==> config.mk <==
export PLATFORM = sky130hd
export DESIGN_NAME = cpc_loader_top
export DESIGN_NICKNAME = d
export VERILOG_FILES = /design/src/cpc_loader_pkg.sv /design/src/mem_write_if.sv /design/src/ext_page_decoder.sv /design/src/boot_addr_map.sv /design/src/rom_page_table.sv /design/src/cpc_loader_top.sv
export SDC_FILE = /design/constraint.sdc
export NUM_CORES = 1
export LEC_CHECK = 0
export BUFFER_PORTS_ARGS = -buffer_cell sky130_fd_sc_hd__buf_2
export CELL_PAD_IN_SITES_DETAIL_PLACEMENT = 1
export CELL_PAD_IN_SITES_GLOBAL_PLACEMENT = 2
export CORE_MARGIN = 2
export CORE_UTILIZATION = 40
export DETAILED_ROUTE_END_ITERATION = 10
export GPL_TIMING_DRIVEN = 0
export PLACE_DENSITY_LB_ADDON = 0.15
export SLEW_MARGIN = 40
export SYNTH_ARGS = -nofsm -noshare
export SYNTH_HDL_FRONTEND = slang
export SYNTH_SLANG_ARGS = --single-unit
==> constraint.sdc <==
create_clock -name clk_sys -period 14.3 [get_ports clk_sys]
set_input_delay 2.145 -clock clk_sys [delete_from_list [all_inputs] [get_ports clk_sys]]
set_output_delay 2.145 -clock clk_sys [all_outputs]
set_load 0.01 [all_outputs]
==> src/cpc_loader_pkg.sv <==
package cpc_loader_pkg;

	//////////////////////////////////////////////////
	// Widths

	localparam int DL_ADDR_W  = 25;
	localparam int MEM_ADDR_W = 23;
	localparam int PAGE_W     = 9;   // Top bit selects the ROM area
	localparam int OFFSET_W   = 14;  // 16 KB page
	localparam int SLOT_W     = DL_ADDR_W - OFFSET_W;
	localparam int STEP_W     = PAGE_W - 1;

	// Download indices
	localparam logic [7:0] DL_IDX_ROM = 8'd0;
	localparam logic [7:0] DL_IDX_EXT = 8'd3;

	// Slots of a system ROM image that land somewhere
	localparam int ROM_SLOTS = 8;

	//////////////////////////////////////////////////
	// ROM pages

	localparam logic [PAGE_W-1:0] PAGE_LOWER_ROM = 9'h000;
	localparam logic [PAGE_W-1:0] PAGE_BASIC_ROM = 9'h100;
	localparam logic [PAGE_W-1:0] PAGE_DISK_ROM  = 9'h107;
	localparam logic [PAGE_W-1:0] PAGE_TOP       = 9'h1FF;

	// Spare page, used when the extension makes no sense
	localparam logic [PAGE_W-1:0] PAGE_MALFORMED = 9'h1EE;

	//////////////////////////////////////////////////
	// Download address, seen as ROM slot or as expansion step

	typedef union packed {
		struct packed {
			logic [SLOT_W-1:0]   slot;
			logic [OFFSET_W-1:0] offset;
		} rom_view;
		struct packed {
			logic [DL_ADDR_W-OFFSET_W-STEP_W-1:0] unused;
			logic [STEP_W-1:0]                    step;   // Added to start page
			logic [OFFSET_W-1:0]                  offset;
		} ext_view;
	} dl_addr_u;

endpackage

==> src/mem_write_if.sv <==
interface mem_write_if import cpc_loader_pkg::*; ();

	logic                  valid;
	logic                  ready;
	logic [MEM_ADDR_W-1:0] addr;
	logic                  bank;
	logic [7:0]            data;

	// Loader side
	modport source (
		output valid,
		output addr,
		output bank,
		output data,
		input  ready
	);

	// Memory side
	modport sink (
		input  valid,
		input  addr,
		input  bank,
		input  data,
		output ready
	);

	// Watches accepted writes only
	modport monitor (
		input valid,
		input ready,
		input addr
	);

endinterface

==> src/ext_page_decoder.sv <==
module ext_page_decoder import cpc_loader_pkg::*; (
	input  logic              clk_sys,
	input  logic              reset,
	input  logic              dl_active,
	input  logic [7:0]        dl_index,
	input  logic [15:0]       dl_ext,     // Last two extension characters
	input  logic              dl_valid,
	input  logic              dl_ready,
	input  dl_addr_u          dl_addr,
	output logic [PAGE_W-1:0] page,
	output logic              page_ok
);

	// {is hex, value} of one ASCII character
	function automatic logic [4:0] hex_digit(input logic [7:0] c);
		if (c >= "0" && c <= "9")
			return {1'b1, c[3:0]};
		else if (c >= "A" && c <= "F")
			return {1'b1, 4'(c[3:0] + 4'd9)};
		else
			return 5'd0;
	endfunction

	logic              dl_active_q;
	logic              combo;
	logic              ext_sel;
	logic              ext_start;
	logic              ext_take;
	logic              is_combo_ext;
	logic [4:0]        hi_digit;
	logic [4:0]        lo_digit;
	logic [PAGE_W-1:0] start_page;

	assign ext_sel   = dl_index == DL_IDX_EXT;
	assign ext_start = dl_active & ~dl_active_q & ext_sel;
	assign ext_take  = dl_valid & dl_ready & ext_sel;

	assign hi_digit     = hex_digit(dl_ext[15:8]);
	assign lo_digit     = hex_digit(dl_ext[7:0]);
	assign is_combo_ext = dl_ext == "Z0";

	//////////////////////////////////////////////////
	// Start page from the extension

	always_comb begin
		start_page = PAGE_MALFORMED;
		if (hi_digit[4])
			start_page[7:4] = hi_digit[3:0];
		if (lo_digit[4])
			start_page[3:0] = lo_digit[3:0];
		if (dl_ext == "ZZ" || is_combo_ext)
			start_page = PAGE_LOWER_ROM;
	end

	always_ff @(posedge clk_sys) begin
		if (reset) begin
			dl_active_q <= 1'b0;
			page        <= PAGE_MALFORMED;
			combo       <= 1'b0;
			page_ok     <= 1'b0;
		end else begin
			dl_active_q <= dl_active;
			page_ok     <= dl_active & ext_sel & (ext_start | page_ok);

			// Combo image moves on after its first 16 KB
			if (combo && ext_take && &dl_addr.ext_view.offset) begin
				page  <= PAGE_TOP;
				combo <= 1'b0;
			end

			if (ext_start) begin  // New download wins
				page  <= start_page;
				combo <= is_combo_ext;
			end
		end
	end

endmodule

==> src/boot_addr_map.sv <==
module boot_addr_map import cpc_loader_pkg::*; (
	input  logic              clk_sys,
	input  logic              reset,
	input  logic [7:0]        dl_index,
	input  logic              dl_valid,
	output logic              dl_ready,
	input  dl_addr_u          dl_addr,
	input  logic [7:0]        dl_data,
	input  logic              model,     // Bank for expansion writes
	input  logic [PAGE_W-1:0] page,
	input  logic              page_ok,
	mem_write_if.source       mem
);

	logic                  take;
	logic                  ext_wait;
	logic                  map_keep;
	logic [MEM_ADDR_W-1:0] map_addr;
	logic                  map_bank;
	logic [PAGE_W-1:0]     rom_page;

	logic                  out_valid;
	logic [MEM_ADDR_W-1:0] out_addr;
	logic                  out_bank;
	logic [7:0]            out_data;

	//////////////////////////////////////////////////
	// Address mapping

	// Same four pages for both banks
	always_comb begin
		case (dl_addr.rom_view.slot[1:0])
			2'd0:    rom_page = PAGE_LOWER_ROM;
			2'd1:    rom_page = PAGE_BASIC_ROM;
			2'd2:    rom_page = PAGE_DISK_ROM;
			default: rom_page = PAGE_TOP;
		endcase
	end

	always_comb begin
		map_keep = 1'b0;
		map_addr = {rom_page, dl_addr.rom_view.offset};
		map_bank = 1'b0;
		case (dl_index)
			DL_IDX_ROM: begin
				map_keep = dl_addr.rom_view.slot < ROM_SLOTS;
				map_bank = dl_addr.rom_view.slot[2];  // Slots 4..7
			end
			DL_IDX_EXT: begin
				map_keep = 1'b1;
				map_addr = {page[PAGE_W-1],
					STEP_W'(page[STEP_W-1:0] + dl_addr.ext_view.step),
					dl_addr.ext_view.offset};
				map_bank = model;
			end
			default: map_keep = 1'b0;  // Accept and forget
		endcase
	end

	//////////////////////////////////////////////////
	// One-entry output register

	// Hold expansion bytes until the start page is in
	assign ext_wait = (dl_index == DL_IDX_EXT) & ~page_ok;
	assign dl_ready = (~out_valid | mem.ready) & ~ext_wait;
	assign take     = dl_valid & dl_ready;

	always_ff @(posedge clk_sys) begin
		if (reset)
			out_valid <= 1'b0;
		else if (take && map_keep)
			out_valid <= 1'b1;
		else if (mem.ready)
			out_valid <= 1'b0;
	end

	always_ff @(posedge clk_sys) begin
		if (take && map_keep) begin
			out_addr <= map_addr;
			out_bank <= map_bank;
			out_data <= dl_data;
		end
	end

	assign mem.valid = out_valid;
	assign mem.addr  = out_addr;
	assign mem.bank  = out_bank;
	assign mem.data  = out_data;

endmodule

==> src/rom_page_table.sv <==
module rom_page_table import cpc_loader_pkg::*; (
	input  logic                  clk_sys,
	input  logic                  reset,
	input  logic [MEM_ADDR_W-1:0] cpu_addr,
	output logic                  rom_mask,
	mem_write_if.monitor          mem
);

	// One flag per page in the ROM area
	logic [2**STEP_W-1:0] loaded;
	logic [STEP_W-1:0]    wr_page;
	logic [STEP_W-1:0]    rd_page;
	logic                 wr_rom;

	assign wr_page = mem.addr[MEM_ADDR_W-2:OFFSET_W];
	assign wr_rom  = mem.valid & mem.ready & mem.addr[MEM_ADDR_W-1];

	//////////////////////////////////////////////////
	// Table update on accepted writes

	always_ff @(posedge clk_sys) begin
		if (reset)
			loaded <= '0;
		else if (wr_rom)
			loaded[wr_page] <= 1'b1;
	end

	//////////////////////////////////////////////////
	// Query

	assign rd_page  = cpu_addr[MEM_ADDR_W-2:OFFSET_W];
	assign rom_mask = cpu_addr[MEM_ADDR_W-1] & ~loaded[rd_page];  // Empty ROM page

endmodule

==> src/cpc_loader_top.sv <==
module cpc_loader_top import cpc_loader_pkg::*; (
	input  logic                  clk_sys,
	input  logic                  reset,

	// Download stream
	input  logic                  dl_active,
	input  logic [7:0]            dl_index,
	input  logic [15:0]           dl_ext,
	input  logic                  dl_valid,
	output logic                  dl_ready,
	input  logic [DL_ADDR_W-1:0]  dl_addr,
	input  logic [7:0]            dl_data,

	input  logic                  model,

	// External memory writes
	output logic                  mem_valid,
	input  logic                  mem_ready,
	output logic [MEM_ADDR_W-1:0] mem_addr,
	output logic                  mem_bank,
	output logic [7:0]            mem_data,

	// ROM page query
	input  logic [MEM_ADDR_W-1:0] cpu_addr,
	output logic                  rom_mask
);

	logic [PAGE_W-1:0] page;
	logic              page_ok;

	mem_write_if u_mem ();

	//////////////////////////////////////////////////
	// Memory side ports

	assign u_mem.ready = mem_ready;
	assign mem_valid   = u_mem.valid;
	assign mem_addr    = u_mem.addr;
	assign mem_bank    = u_mem.bank;
	assign mem_data    = u_mem.data;

	ext_page_decoder u_ext_page_decoder (
		.clk_sys   (clk_sys),
		.reset     (reset),
		.dl_active (dl_active),
		.dl_index  (dl_index),
		.dl_ext    (dl_ext),
		.dl_valid  (dl_valid),
		.dl_ready  (dl_ready),
		.dl_addr   (dl_addr),
		.page      (page),
		.page_ok   (page_ok)
	);

	boot_addr_map u_boot_addr_map (
		.clk_sys  (clk_sys),
		.reset    (reset),
		.dl_index (dl_index),
		.dl_valid (dl_valid),
		.dl_ready (dl_ready),
		.dl_addr  (dl_addr),
		.dl_data  (dl_data),
		.model    (model),
		.page     (page),
		.page_ok  (page_ok),
		.mem      (u_mem.source)
	);

	rom_page_table u_rom_page_table (
		.clk_sys  (clk_sys),
		.reset    (reset),
		.cpu_addr (cpu_addr),
		.rom_mask (rom_mask),
		.mem      (u_mem.monitor)
	);

endmodule

## Word-level counts from Yosys, hierarchy flattened

Index checks and enable logic that the tools add are counted.

- Output and inout bits: 35
- Input port bits: 86
- Logic and storage cells: 83
- Register bits after elaboration: 301

- Bitwise logic cells: 19
- Muxes and demuxes: 21
- Reduce and logical (&&, ||, !) cells: 14
- $lt $le $gt $ge: 12
- $add $sub $neg: 3
- Eq/ne operators: 5

Operators by type and width:

| kind | count |
|---|---|
| $or A256 B256 Y256 | 1 |
| $eq A16 B15 Y1 const B | 2 |
| $mux W9 | 3 |
| $pmux W9 S3 | 1 |
| $mux W23 | 1 |
| $mux W5 | 4 |
| $lt A8 B9 Y1 const B | 2 |
| $ge A8 B6 Y1 const B | 2 |
| $ge A8 B7 Y1 const B | 2 |
| $le A8 B6 Y1 const B | 2 |
| $le A8 B7 Y1 const B | 2 |
| $reduce_and A14 Y1 | 1 |
| $and A1 B1 Y1 | 11 |
| $lt A11 B4 Y1 const B | 1 |
| $add A4 B4 Y4 const B | 2 |
| $add A8 B8 Y8 | 1 |
| $bmux W1 S8 | 1 |
| $demux W1 S8 | 1 |
| $eq A8 B2 Y1 const B | 1 |
| $ge A8 B1 Y1 const B | 1 |
| $logic_and A1 B1 Y1 | 8 |
| $logic_not A8 Y1 | 1 |
| $mux W4 | 2 |
| $mux W1 | 6 |
| other kinds (8) | 15 |

## Depth between registers and ports, before layout

Gate-level depths: netlist (run 1).

- Depth in word-level cells: 10
- Gate-level depth with buffers: 9
- Depth with buffers taken out: 9

## Modules after synthesis

Synthesis (run 1) repeated with hierarchy kept, for this count alone.

- Cell total of the unflattened synthesis: 1298
- Area, all modules: 12440.7 um2

By module, submodules not included:

| module | times used | area an instance (um2) | cells each | sequential area each (um2) |
|---|---|---|---|---|
| rom_page_table | 1 | 10047.1 | 1092 | 5124.9 |
| boot_addr_map | 1 | 1477.7 | 102 | 980.9 |
| ext_page_decoder | 1 | 915.9 | 104 | 240.2 |

## Worst setup path after synthesis (run 1)

OpenSTA, ideal clock, no wires.

- Path kind: input port to flip-flop
- Start: in dl_index[3]
- End: reg u_boot_addr_map.out_addr[0], in the netlist u_boot_addr_map.mem.addr[0], enable pin
- Library setup time: 505 ps
- Arrival: 5718 ps
- Path slack: 8077 ps
- Required time: 13795 ps
- Path buffers: 0
- Stages on the path: 3
- Path through: nor4_2 nand3_1 nor4_1

- Longest elaborated chain between the ends: 6
- Elaborated cells between the ends (all ways): 8
- Those cells by class: eq/ne (1); mux (1); bitwise (4); reduce/logical (2)

RTL lines:

| item | RTL line | text |
|---|---|---|
| start, declared | cpc_loader_top.sv:7 | `input logic [7:0] dl_index,` |
| $eq A8 B2 Y1 | boot_addr_map.sv:44, boot_addr_map.sv:64 |  |
| $and A1 B1 Y1 | boot_addr_map.sv:64 | `assign ext_wait = (dl_index == DL_IDX_EXT) & ~page_ok;` |
| $not A1 Y1 | boot_addr_map.sv:65 | `assign dl_ready = (~out_valid \| mem.ready) & ~ext_wait;` |
| $and A1 B1 Y1 | boot_addr_map.sv:65 |  |
| $and A1 B1 Y1 | boot_addr_map.sv:66 | `assign take = dl_valid & dl_ready;` |
| $logic_and A1 B1 Y1 (*) | boot_addr_map.sv:78 | `if (take && map_keep) begin` |
| end signal, assigned | boot_addr_map.sv:79 | `out_addr <= map_addr;` |
| end, declared | boot_addr_map.sv:23 | `logic [MEM_ADDR_W-1:0] out_addr;` |

Mark *: on every way between the ends. The rest lies on a longest branch, timed or not.
A chain may end at the register's enable or synchronous reset.

## Worst setup path in the final report (run 1)

- Start: in cpu_addr[15]
- End: out rom_mask

- Longest elaborated chain between the ends: 4

RTL lines:

| item | RTL line | text |
|---|---|---|
| start, declared | cpc_loader_top.sv:24 | `input logic [MEM_ADDR_W-1:0] cpu_addr,` |
| $bmux W1 S8 | rom_page_table.sv:32 | `assign rom_mask = cpu_addr[MEM_ADDR_W-1] & ~loaded[rd_page];` |
| $mux W1 (not written as such) | rom_page_table.sv:32 |  |
| $not A1 Y1 | rom_page_table.sv:32 |  |
| $and A1 B1 Y1 | rom_page_table.sv:32 |  |
| end, declared | cpc_loader_top.sv:25 | `output logic rom_mask` |

Every way passes these cells. The select of a mux whose other input is x is not followed.

==> impl_results.md, run 1 <==
- Core Area: 30,500 sq um
- DRT antenna net count: 0
- Placed cell count: 1,769
- Worst-path clk slew: 50 ps
- Total track usage: 25.4%
- Hold/Removal Path Class: flip-flop to flip-flop
- Status: completed
- Total grt overflow: 0
- Largest net degree at the start of global routing: 14
- Routed Wire Length: 41,200 microns
- Fin crit share: 48.8%
- Initial antenna violation count: 0
- Die Area: 32,200 sq um
- Syn-to-layout area delta: 18.8%
- FF-to-FF setup slack: 11,440 ps
- Port Buffers: 102
- R2r startpoint: u_boot_addr_map.mem.addr[15]
- Unrepaired setup endpoints after global routing: no
- Worst R2R End: u_rom_page_table.loaded[11]
- Clk_skew: 26.8 ps
- Post-Synthesis Cells: 1,264
- Post-DP HPWL: 29,100 microns
- Measured slew at the worst slew-check pin: 875 ps
- Worst-skew pair later-pin latency: 530 ps
- # rows: 64
- Worst Path Max Fanout: 10
- Combinational family with the most area after synthesis: compound AO/OA/AOI/OAI gates
- Initial core utilization: 40.4%
- Drt via density: 5.66
- DRC Markers: 0
- Post-cts resize count: 0
- Post-synth EDFFs: 32
- First-pass DRT Iterations: 5
- H-Tree Depth: 2
- # setup viols final: 0
- Fraction of layout cells with a size suffix above 1: 18.7%
- CTS tree: yes
- Non-filler instance count after layout: 1,829
- Most used cell, CP: buf_2
- Total number of vias: 10,400
- Die height: 180 microns
- Synthesized area: 12,300 sq um
- Cts-stage hold buffer count: 0
- CP peak stage delay: 470 ps
- Maxcap violations: 0
- Post-synthesis register bit count: 301
- Reg2reg path depth: 6
- 1st-iter DRT viols: 718
- Hold depth: 2
- Cells along the critical path: buf_6 -> buf_2 -> buf_2 -> mux4_2 -> mux2i_1 -> mux2i_1 -> a21oi_1 -> o211ai_1 -> a211oi_2 -> buf_2
- Clock Sinks: 301
- Ys async rst share: 0%
- Synth Area in Compound Gates: 15.2%
- Crit path from: cpu_addr[15]
- Mux share of post-synthesis cell area: 13.2%
- Io pins: 121
- Routed WL per cell: 22.5 microns
- Critical path's slowest cell: buf_2
- CP Class: input port to output port
- Post-Synth Simple-Gate Area: 14.3%
- Syn. warnings: 0
- Adder-Cell Fraction of Synth Area: 1.79%
- Syn nets: 1,367
- Relative slew slack: 41.7%
- Setup tns final: 0 ps
- Final hold violations: 0
- Synthesized area per cell: 9.76 sq um
- Fill cell total of the finished layout: 3,457
- Setup bufs post-CTS: 0
- Fin crit period: 6970 ps
- Clk buf depth: 3
- Clk Tree Root Cell: clkbuf_16
- CP startpoint kind: input port
- Routability cong.: 0.806
- Pwr/cell area: 126 nW/um^2
- Vias in the first global route: 10,500
- Ant diodes: 0
- CP endpoint kind: output port
- Crit path DAT: 4830 ps
- Max Slew Vio Count: 0
- Prevailing post-synth register cell: dfxtp_1
- Total CTS buffers: 35
- Distinct cell type count after synthesis: 60
- First-pass GRT wire length: 63,300 microns
- CP required: 12,150 ps
- LEAKAGE: 0.00542 uW
- NumNets Final: 1,513
- Sequential area share after synthesis: 51.5%
- Width of the die: 180 microns
- Max IR drop VDD: 0.0651 mV
- Fmax: 0.143 GHz
- XOR/XNOR Fraction of Synth Area: 0.497%
- Setup crit end: rom_mask
## metrics by stage
step	instance area [sq um]	util, %	power, uW	worst slack (ps)	hold slack [ps]
final	14600	48.0	1850	7330	463
after global routing	14600	48.0	1910	7320	484
after floorplan	12300	-	917	8080	428
after CTS	14600	47.9	1860	7390	466
after detailed placement	13400	44.1	956	7390	449
after global placement	13300	43.7	955	6620	442
## area by class of cell
cell class / count / area, sq um / share of cell area (%)
sequential: 301 / 6350 / 43.3
tap: 396 / 495 / 3.38
clock buffer: 49 / 1020 / 6.99
buffer: 90 / 384 / 2.62
timing repair buffer: 109 / 548 / 3.74
inverter: 18 / 67.6 / 0.461
clock inverter: 11 / 151 / 1.03
multi-input combinational: 855 / 5630 / 38.4
## report_power, final
part	leakage [uW]	switching, uW	total (uW)	internal, uW
Clock	0.000578	357	911	554
Combinational	0.00240	57.8	85.3	27.6
Sequential	0.00245	0.149	853	853
## routing by layer
metal | GRT usage [%] | part of all wire (%)
met1 | 37.1 | 47
met4 | 6.21 | 2.1
met2 | 40.0 | 45
met3 | 3.40 | 5.5
met5 | 0 | 0
## cell usage after synthesis (all sizes together), types with 2 or more instances
| cell | n | area (sq um) |
|---|---|---|
| nor2 | 298 | 1120 |
| a21oi | 273 | 1370 |
| dfxtp | 269 | 5390 |
| clkbuf | 70 | 263 |
| mux4 | 65 | 1470 |
| edfxtp | 32 | 961 |
| nand2 | 23 | 86.3 |
| nor3 | 21 | 105 |
| buf | 20 | 119 |
| inv | 18 | 67.6 |
| ha | 16 | 200 |
| mux2i | 14 | 140 |
| o21ai | 14 | 70.1 |
| a22oi | 13 | 97.6 |
| nand2b | 12 | 75.1 |
| nand3 | 12 | 60.1 |
| nor4 | 11 | 81.3 |
| o21a | 7 | 52.6 |
| a21o | 6 | 45.0 |
| nand4 | 6 | 37.5 |
| nor2b | 6 | 37.5 |
| a211oi | 5 | 42.5 |
| xnor2 | 5 | 43.8 |
| and3 | 4 | 25.0 |
| o211ai | 4 | 30.0 |
| and2 | 3 | 18.8 |
| nand3b | 3 | 35.0 |
| a21boi | 2 | 15.0 |
| a31o | 2 | 17.5 |
| a31oi | 2 | 12.5 |
| a32oi | 2 | 17.5 |
| and4b | 2 | 20.0 |
| nor3b | 2 | 15.0 |
| o21bai | 2 | 15.0 |
| o22ai | 2 | 12.5 |
| o311ai | 2 | 17.5 |
| o31ai | 2 | 15.0 |
| xor2 | 2 | 17.5 |
## flip-flops by register name, summed over array words and instances, names as in the netlist
name / flops
u_ext_page_decoder.combo: 1
u_boot_addr_map.mem.bank: 1
u_ext_page_decoder.page_ok: 1
u_ext_page_decoder.page: 9
u_boot_addr_map.mem.addr: 23
u_boot_addr_map.mem.data: 8
u_boot_addr_map.mem.valid: 1
u_ext_page_decoder.dl_active_q: 1
u_rom_page_table.loaded: 256
## worst min path at each step
| stage | slack [ps] | to | startpoint |
|---|---|---|---|
| after floorplan | 430 | u_rom_page_table.loaded[3] | u_rom_page_table.loaded[3] |
| after global placement | 440 | u_rom_page_table.loaded[210] | u_rom_page_table.loaded[210] |
| after detailed placement | 450 | u_rom_page_table.loaded[246] | u_rom_page_table.loaded[246] |
| after CTS | 470 | u_rom_page_table.loaded[246] | u_rom_page_table.loaded[246] |
| after global routing | 480 | u_rom_page_table.loaded[114] | u_rom_page_table.loaded[114] |
| final | 460 | u_rom_page_table.loaded[73] | u_rom_page_table.loaded[73] |
## worst max-delay path: cells and delay by family
| family | cells | cell delay [ps] |
|---|---|---|
| compound gates | 3 | 750 |
| mux | 3 | 710 |
| buf+inv | 4 | 1180 |
## layout by cell type, fill, tap and decap left out, types with 3 or more instances in the layout
cell,instances
mux4_2,63
a22oi_1,13
bufinv_16,3
edfxtp_1,32
clkbuf_1,74
nand4_1,6
buf_2,117
and3_1,4
inv_1,18
xnor2_1,5
clkbuf_8,7
o211ai_1,4
dfxtp_1,269
a21oi_1,273
nor4_1,4
nand2b_1,12
nor3_1,11
a21o_1,6
nand2_1,23
buf_4,4
ha_1,16
buf_6,3
nor2_1,297
mux2i_1,14
clkinv_2,4
buf_1,5
a211oi_1,4
clkbuf_16,36
nor4_2,6
nor3_2,10
o21a_1,7
nand3_1,12
o21ai_0,13
nor2b_1,6
## cells by family (layout without fill, tap and decap cells)
| group | after synthesis | after routing |
|---|---|---|
| compound gates | 343 | 343 |
| xor+xnor | 7 | 7 |
| fa+ha+maj | 17 | 17 |
| buf+inv | 108 | 277 |
| flops | 301 | 301 |
| mux | 80 | 80 |
| simple gates | 408 | 408 |
Power figures use the tool's default switching activity.
==> inputs of run 2 (changes only) <==
- ABC_AREA: default -> 1
- CORE_UTILIZATION: 40 -> 34
- clock period: 14.3 -> 6.6 ns (I/O delays scaled with it)
==> impl_results.md, run 2 <==
- Status: completed
- Area leader, netlist: dfxtp_1
- Max IR drop VDD: 0.172 mV
- Max Slew Vio Count: 0
- Hold/Removal Path Class: flip-flop to flip-flop
- Clock Sinks: 301
- Post-cts resize count: 0
- CP Class: input port to output port
- Sequential area share after synthesis: 47.6%
- Final Util: 40.5%
- NumNets Final: 2,076
- Crit path DAT: 3250 ps
- CP required: 5610 ps
- Area share of the largest cell type after synthesis: 40.4%
- Routed Wire Length: 56,300 microns
- H-Tree Depth: 2
- Clk Tree Root Cell: clkbuf_16
- Mux share of post-synthesis cell area: 0%
- Measured slew at the worst slew-check pin: 932 ps
- Die height: 202 microns
- Post-DP HPWL: 39,100 microns
- Port Buffers: 100
- # setup viols final: 0
- Count leader, synth: nand2_1
- Post-Synthesis Cells: 1,829
- Io pins: 121
- Synthesized area: 13,300 sq um
- Prevailing post-synth register cell: dfxtp_1
- First-pass DRT Iterations: 5
- Register Area: 6350 sq um
- # rows: 72
- Relative slew slack: 37.5%
- Post-Synth Simple-Gate Area: 27.8%
- Worst Path Max Fanout: 10
- LEAKAGE: 0.00587 uW
- CTS tree: yes
- Cts-stage hold buffer count: 0
- Fraction of layout cells with a size suffix above 1: 12.2%
- Total number of vias: 13,200
- Clk buf depth: 3
- Final hold violations: 0
- Fin crit period: 4240 ps
- Syn nets: 1,932
- Cells taking the most area after synthesis: dfxtp_1 (40%), a21oi_1 (11%), nand2_1 (11%), nand3_1 (8.9%), edfxtp_1 (7.2%)
- Routability cong.: 0.834
- Setup bufs post-CTS: 0
- Fmax: 0.236 GHz
- Commonest non-fill, non-tap cells in the layout: nand2_1 (393), a21oi_1 (296), dfxtp_1 (269)
- Unrepaired setup endpoints after global routing: no
- Routed WL per cell: 22.4 microns
- Drt via density: 5.26
- Vias in the first global route: 13,700
- Fill cell total of the finished layout: 4,890
- Worst-skew pair later-pin latency: 550 ps
- Syn. warnings: 0
- Ant diodes: 0
- Total CTS buffers: 36
- Post-synth EDFFs: 32
- DRT antenna net count: 0
- Adder-Cell Fraction of Synth Area: 1.65%
- Initial core utilization: 34.5%
- Maxcap violations: 0
- Multi-input gate area: 5760 sq um
- Post-synthesis register bit count: 301
- Die Area: 40,800 sq um
- Largest net degree at the start of global routing: 16
- XOR/XNOR Fraction of Synth Area: 0.131%
- Post-DP Area: 14,500 sq um
- Total track usage: 27.9%
- Top cells by count, synth: nand2_1 (393), a21oi_1 (297), dfxtp_1 (269)
- Combinational family with the most area after synthesis: simple AND/OR/NAND/NOR gates
- Synthesized area per cell: 7.29 sq um
- 1st-iter DRT viols: 781
- Commonest non-fill, non-tap cell in the layout: nand2_1
- CP endpoint kind: output port
- Width of the die: 202 microns
- Core Area: 38,600 sq um
- Number of flip-flops in the largest register: 256
- Syn-to-layout area delta: 17.6%
- Pwr/cell area: 258 nW/um^2
- Total grt overflow: 0
- DRC Markers: 0
- Clk_skew: 18.4 ps
- Top reg by flops: u_rom_page_table.loaded
- Cell area after layout: 15,700 sq um
- Worst-path clk slew: 60 ps
- Initial antenna violation count: 1
- Synth Area in Compound Gates: 13.5%
- Fin crit share: 64.2%
- CP startpoint kind: input port
- Setup tns final: 0 ps
- First-pass GRT wire length: 84,500 microns
- Distinct cell type count after synthesis: 36
- Ys async rst share: 0%
run 2: changes by cell type after synthesis, moves of 12 or more:
cell      previous run  this run
clkbuf_1            70        49
mux4_2              63         0
inv_1               18       167
nand3_1             12       238
o21ai_0             13        42
a21oi_1            273       297
nor2_1             298       206
nor3_1              21         3
a22oi_1             13         0
mux2i_1             14         0
nand2_1             23       393
buf_2                8        43
nand2b_1            12         0
run 2: layout make-up:
type                       instances  share of cell area [%]
multi-input combinational       1242                    36.7
timing repair buffer             106                    3.65
clock inverter                     5                   0.208
sequential                       301                    40.5
buffer                           115                    3.86
clock buffer                      58                    6.80
tap                              518                    4.14
inverter                         171                    4.10
run 2: power breakdown:
| group | switching [uW] | total, uW | internal [uW] |
|---|---|---|---|
| combinational | 209 | 285 | 76.3 |
| clock | 806 | 1910 | 1100 |
| sequential | 0.476 | 1850 | 1850 |
run 2: worst max-delay path: stages:
cell and delay, ps:
buf_2 150, inv_1 240, buf_1 690, nand3_1 200
nand3_1 130, nand3_1 210, nand2_1 130, nor2_1 60
nor2_1 120, nor2_1 70, nor2_1 110, buf_2 140
run 2: worst paths after layout:
check | end | slack [ps] | cells past startpoint | startpoint
setup / recovery | rom_mask | 2360 | 12 | cpu_addr[16]
hold / removal | u_rom_page_table.loaded[177] | 450 | 2 | u_rom_page_table.loaded[177]
setup reg to reg | u_rom_page_table.loaded[113] | 4210 | 6 | u_boot_addr_map.mem.addr[16]
hold reg to reg | u_rom_page_table.loaded[177] | 450 | 2 | u_rom_page_table.loaded[177]
run 2: routing by layer:
metal | GRT usage [%] | up-vias | wire length, microns
met1 | 35.8 | 6497 | 24700
met4 | 12.8 | 2 | 2400
met5 | 0 | - | 16
li1 | - | 6255 | -
met2 | 45.7 | 348 | 26000
met3 | 4.80 | 121 | 3220
run 2: cells by family after synthesis:
| kind of cell | after synthesis |
|---|---|
| adder cells (fa/ha/maj) | 17 |
| AO/OA/AOI/OAI | 353 |
| XOR/XNOR | 2 |
| AND/OR/NAND/NOR | 870 |
| flip-flops | 301 |
| buffers and inverters | 286 |
run 2: stage by stage:
stage / total power (uW) / hold slack (ps) / setup WS, ps / cells
CTS: 4080 / 450 / 2410 / 2514
global route: 4170 / 471 / 2250 / 2516
global placement: 2160 / 434 / 1690 / 2447
floorplan: 2030 / 427 / 2750 / 1829
detailed placement: 2170 / 441 / 2420 / 2451
finish: 4040 / 449 / 2360 / 2516
==> inputs of run 3 (changes only) <==
- CORE_UTILIZATION: 34 -> 31
- clock period: 6.6 -> 3.7 ns (I/O delays scaled with it)
==> impl_results.md, run 3 (synthesis gave the netlist of run 2 again) <==
- Worst Min Path Start: dl_data[2]
- 1st-iter DRT viols: 981
- Total number of vias: 13,000
- FF-to-FF setup slack: 1330 ps
- Worst-path clk slew: 50 ps
- # rows: 75
- Max IR drop VDD: 0.273 mV
- WHS Endpoint: u_boot_addr_map.mem.data[2]
- R2r startpoint: u_boot_addr_map.mem.addr[22]
- First-pass DRT Iterations: 5
- Unrepaired setup endpoints after global routing: no
- Total CTS buffers: 37
- Number of flip-flops in the largest register: 256
- First-pass GRT wire length: 85,000 microns
- Die height: 211 microns
- Clk Tree Root Cell: clkbuf_16
- Setup bufs post-CTS: 0
- LEAKAGE: 0.00596 uW
- # setup viols final: 0
- Clock Sinks: 301
- Post-cts resize count: 0
- Width of the die: 211 microns
- Hold depth: 1
- Top reg by flops: u_rom_page_table.loaded
- Fmax: 0.299 GHz
- Max Slew Vio Count: 0
- Total grt overflow: 0
- Hold_ws: 178 ps
- GRT busiest layer: met2
- Routability cong.: 0.834
- Fin crit share: 90.5%
- Pwr/cell area: 480 nW/um^2
- Fraction of layout cells with a size suffix above 1: 12.8%
- NumNets Final: 2,073
- Final hold violations: 0
- Commonest non-fill, non-tap cell in the layout: nand2_1
- Syn-to-layout area delta: 18.8%
- CP endpoint kind: output port
- Met2 Track Usage GR: 44.0%
- DRT antenna net count: 0
- Routed Wire Length: 57,400 microns
- CP startpoint kind: input port
- Critical path's slowest cell: clkbuf_1
- Worst Path Max Fanout: 10
- Port Buffers: 100
- Clk_skew: 22.2 ps
- Commonest non-fill, non-tap cells in the layout: nand2_1 (393), a21oi_1 (296), dfxtp_1 (269)
- Reg2reg path depth: 7
- Met3 Usage GRT: 3.95%
- Design Power: 7600 uW
- Core Area: 42,200 sq um
- Total track usage: 26.1%
- Drt via density: 5.13
- Cells along the critical path: buf_4 -> clkbuf_1 -> nand2_1 -> nand3_1 -> nand3_1 -> nand3_1 -> nand3_1 -> nand2_1 -> nand2_1 -> nand3_1 -> nand2_1 -> nor2_1 -> nor2_1 -> buf_2
- Routed WL per cell: 22.6 microns
- DRC Markers: 0
- Initial antenna violation count: 1
- Die Area: 44,700 sq um
- Worst R2R End: u_rom_page_table.loaded[207]
- Maxcap violations: 0
- Relative slew slack: 40.8%
- Hold/Removal Path Class: input port to flip-flop
- Clk buf depth: 3
- H-Tree Depth: 2
- CP peak stage delay: 680 ps
- Initial core utilization: 31.6%
- CP Class: input port to output port
- Crit path DAT: 2790 ps
- Status: completed
- Cts-stage hold buffer count: 0
- Io pins: 121
- CP required: 3140 ps
- Vias in the first global route: 13,200
- Most used cell, CP: nand3_1
- Worst-skew pair later-pin latency: 560 ps
- Largest net degree at the start of global routing: 17
- Post-DP HPWL: 39,900 microns
- Fin crit period: 3350 ps
- CTS tree: yes
- Measured slew at the worst slew-check pin: 885 ps
- GRT met1 Usage: 34.4%
- Ant diodes: 0
run 3: layout make-up:
type | instances | area, sq um
Buffer | 115 | 613
Clock buffer | 56 | 1130
Inverter | 171 | 643
Timing Repair Buffer | 102 | 539
Sequential cell | 301 | 6350
Multi-Input combinational cell | 1242 | 5760
Fill cell | 5268 | 26400
Tap cell | 539 | 674
Clock inverter | 9 | 124
run 3: stage by stage:
stage	std cells	area, sq um	TNS, ps	util (%)	setup WS, ps
after detailed placement	2470	14600	0	34.5	406
after CTS	2535	15800	0	37.5	397
after global placement	2468	14500	-27450	34.3	-841
after global routing	2535	15800	0	37.5	265
final	2535	15800	0	37.5	350
after floorplan	1829	13300	0	-	280
run 3: worst max-delay path by stage:
stage,startpoint,to,cells after the start
after floorplan,dl_index[3],u_boot_addr_map.mem.addr[0],7
after global placement,dl_index[7],u_boot_addr_map.mem.data[7],9
after detailed placement,cpu_addr[14],rom_mask,14
after CTS,cpu_addr[14],rom_mask,14
after global routing,cpu_addr[14],rom_mask,14
final,cpu_addr[14],rom_mask,14
run 3: per-layer routing:
| metal | up-vias | wire [microns] |
|---|---|---|
| met4 | 2 | 1700 |
| met3 | 89 | 2580 |
| met5 | - | 12 |
| met1 | 6359 | 26000 |
| li1 | 6248 | - |
| met2 | 295 | 27100 |
run 3: worst max-delay path, delay by kind of cell:
| family | cells | cell delay [ps] |
|---|---|---|
| simple gates | 11 | 1270 |
| buf+inv | 3 | 950 |
run 3: report_power, final:
part,internal (uW),leakage [uW],switching [uW]
clock network,2310,0.000621,1480
registers,3300,0.00246,0.878
logic,133,0.00288,372
total,5740,0.00596,1860
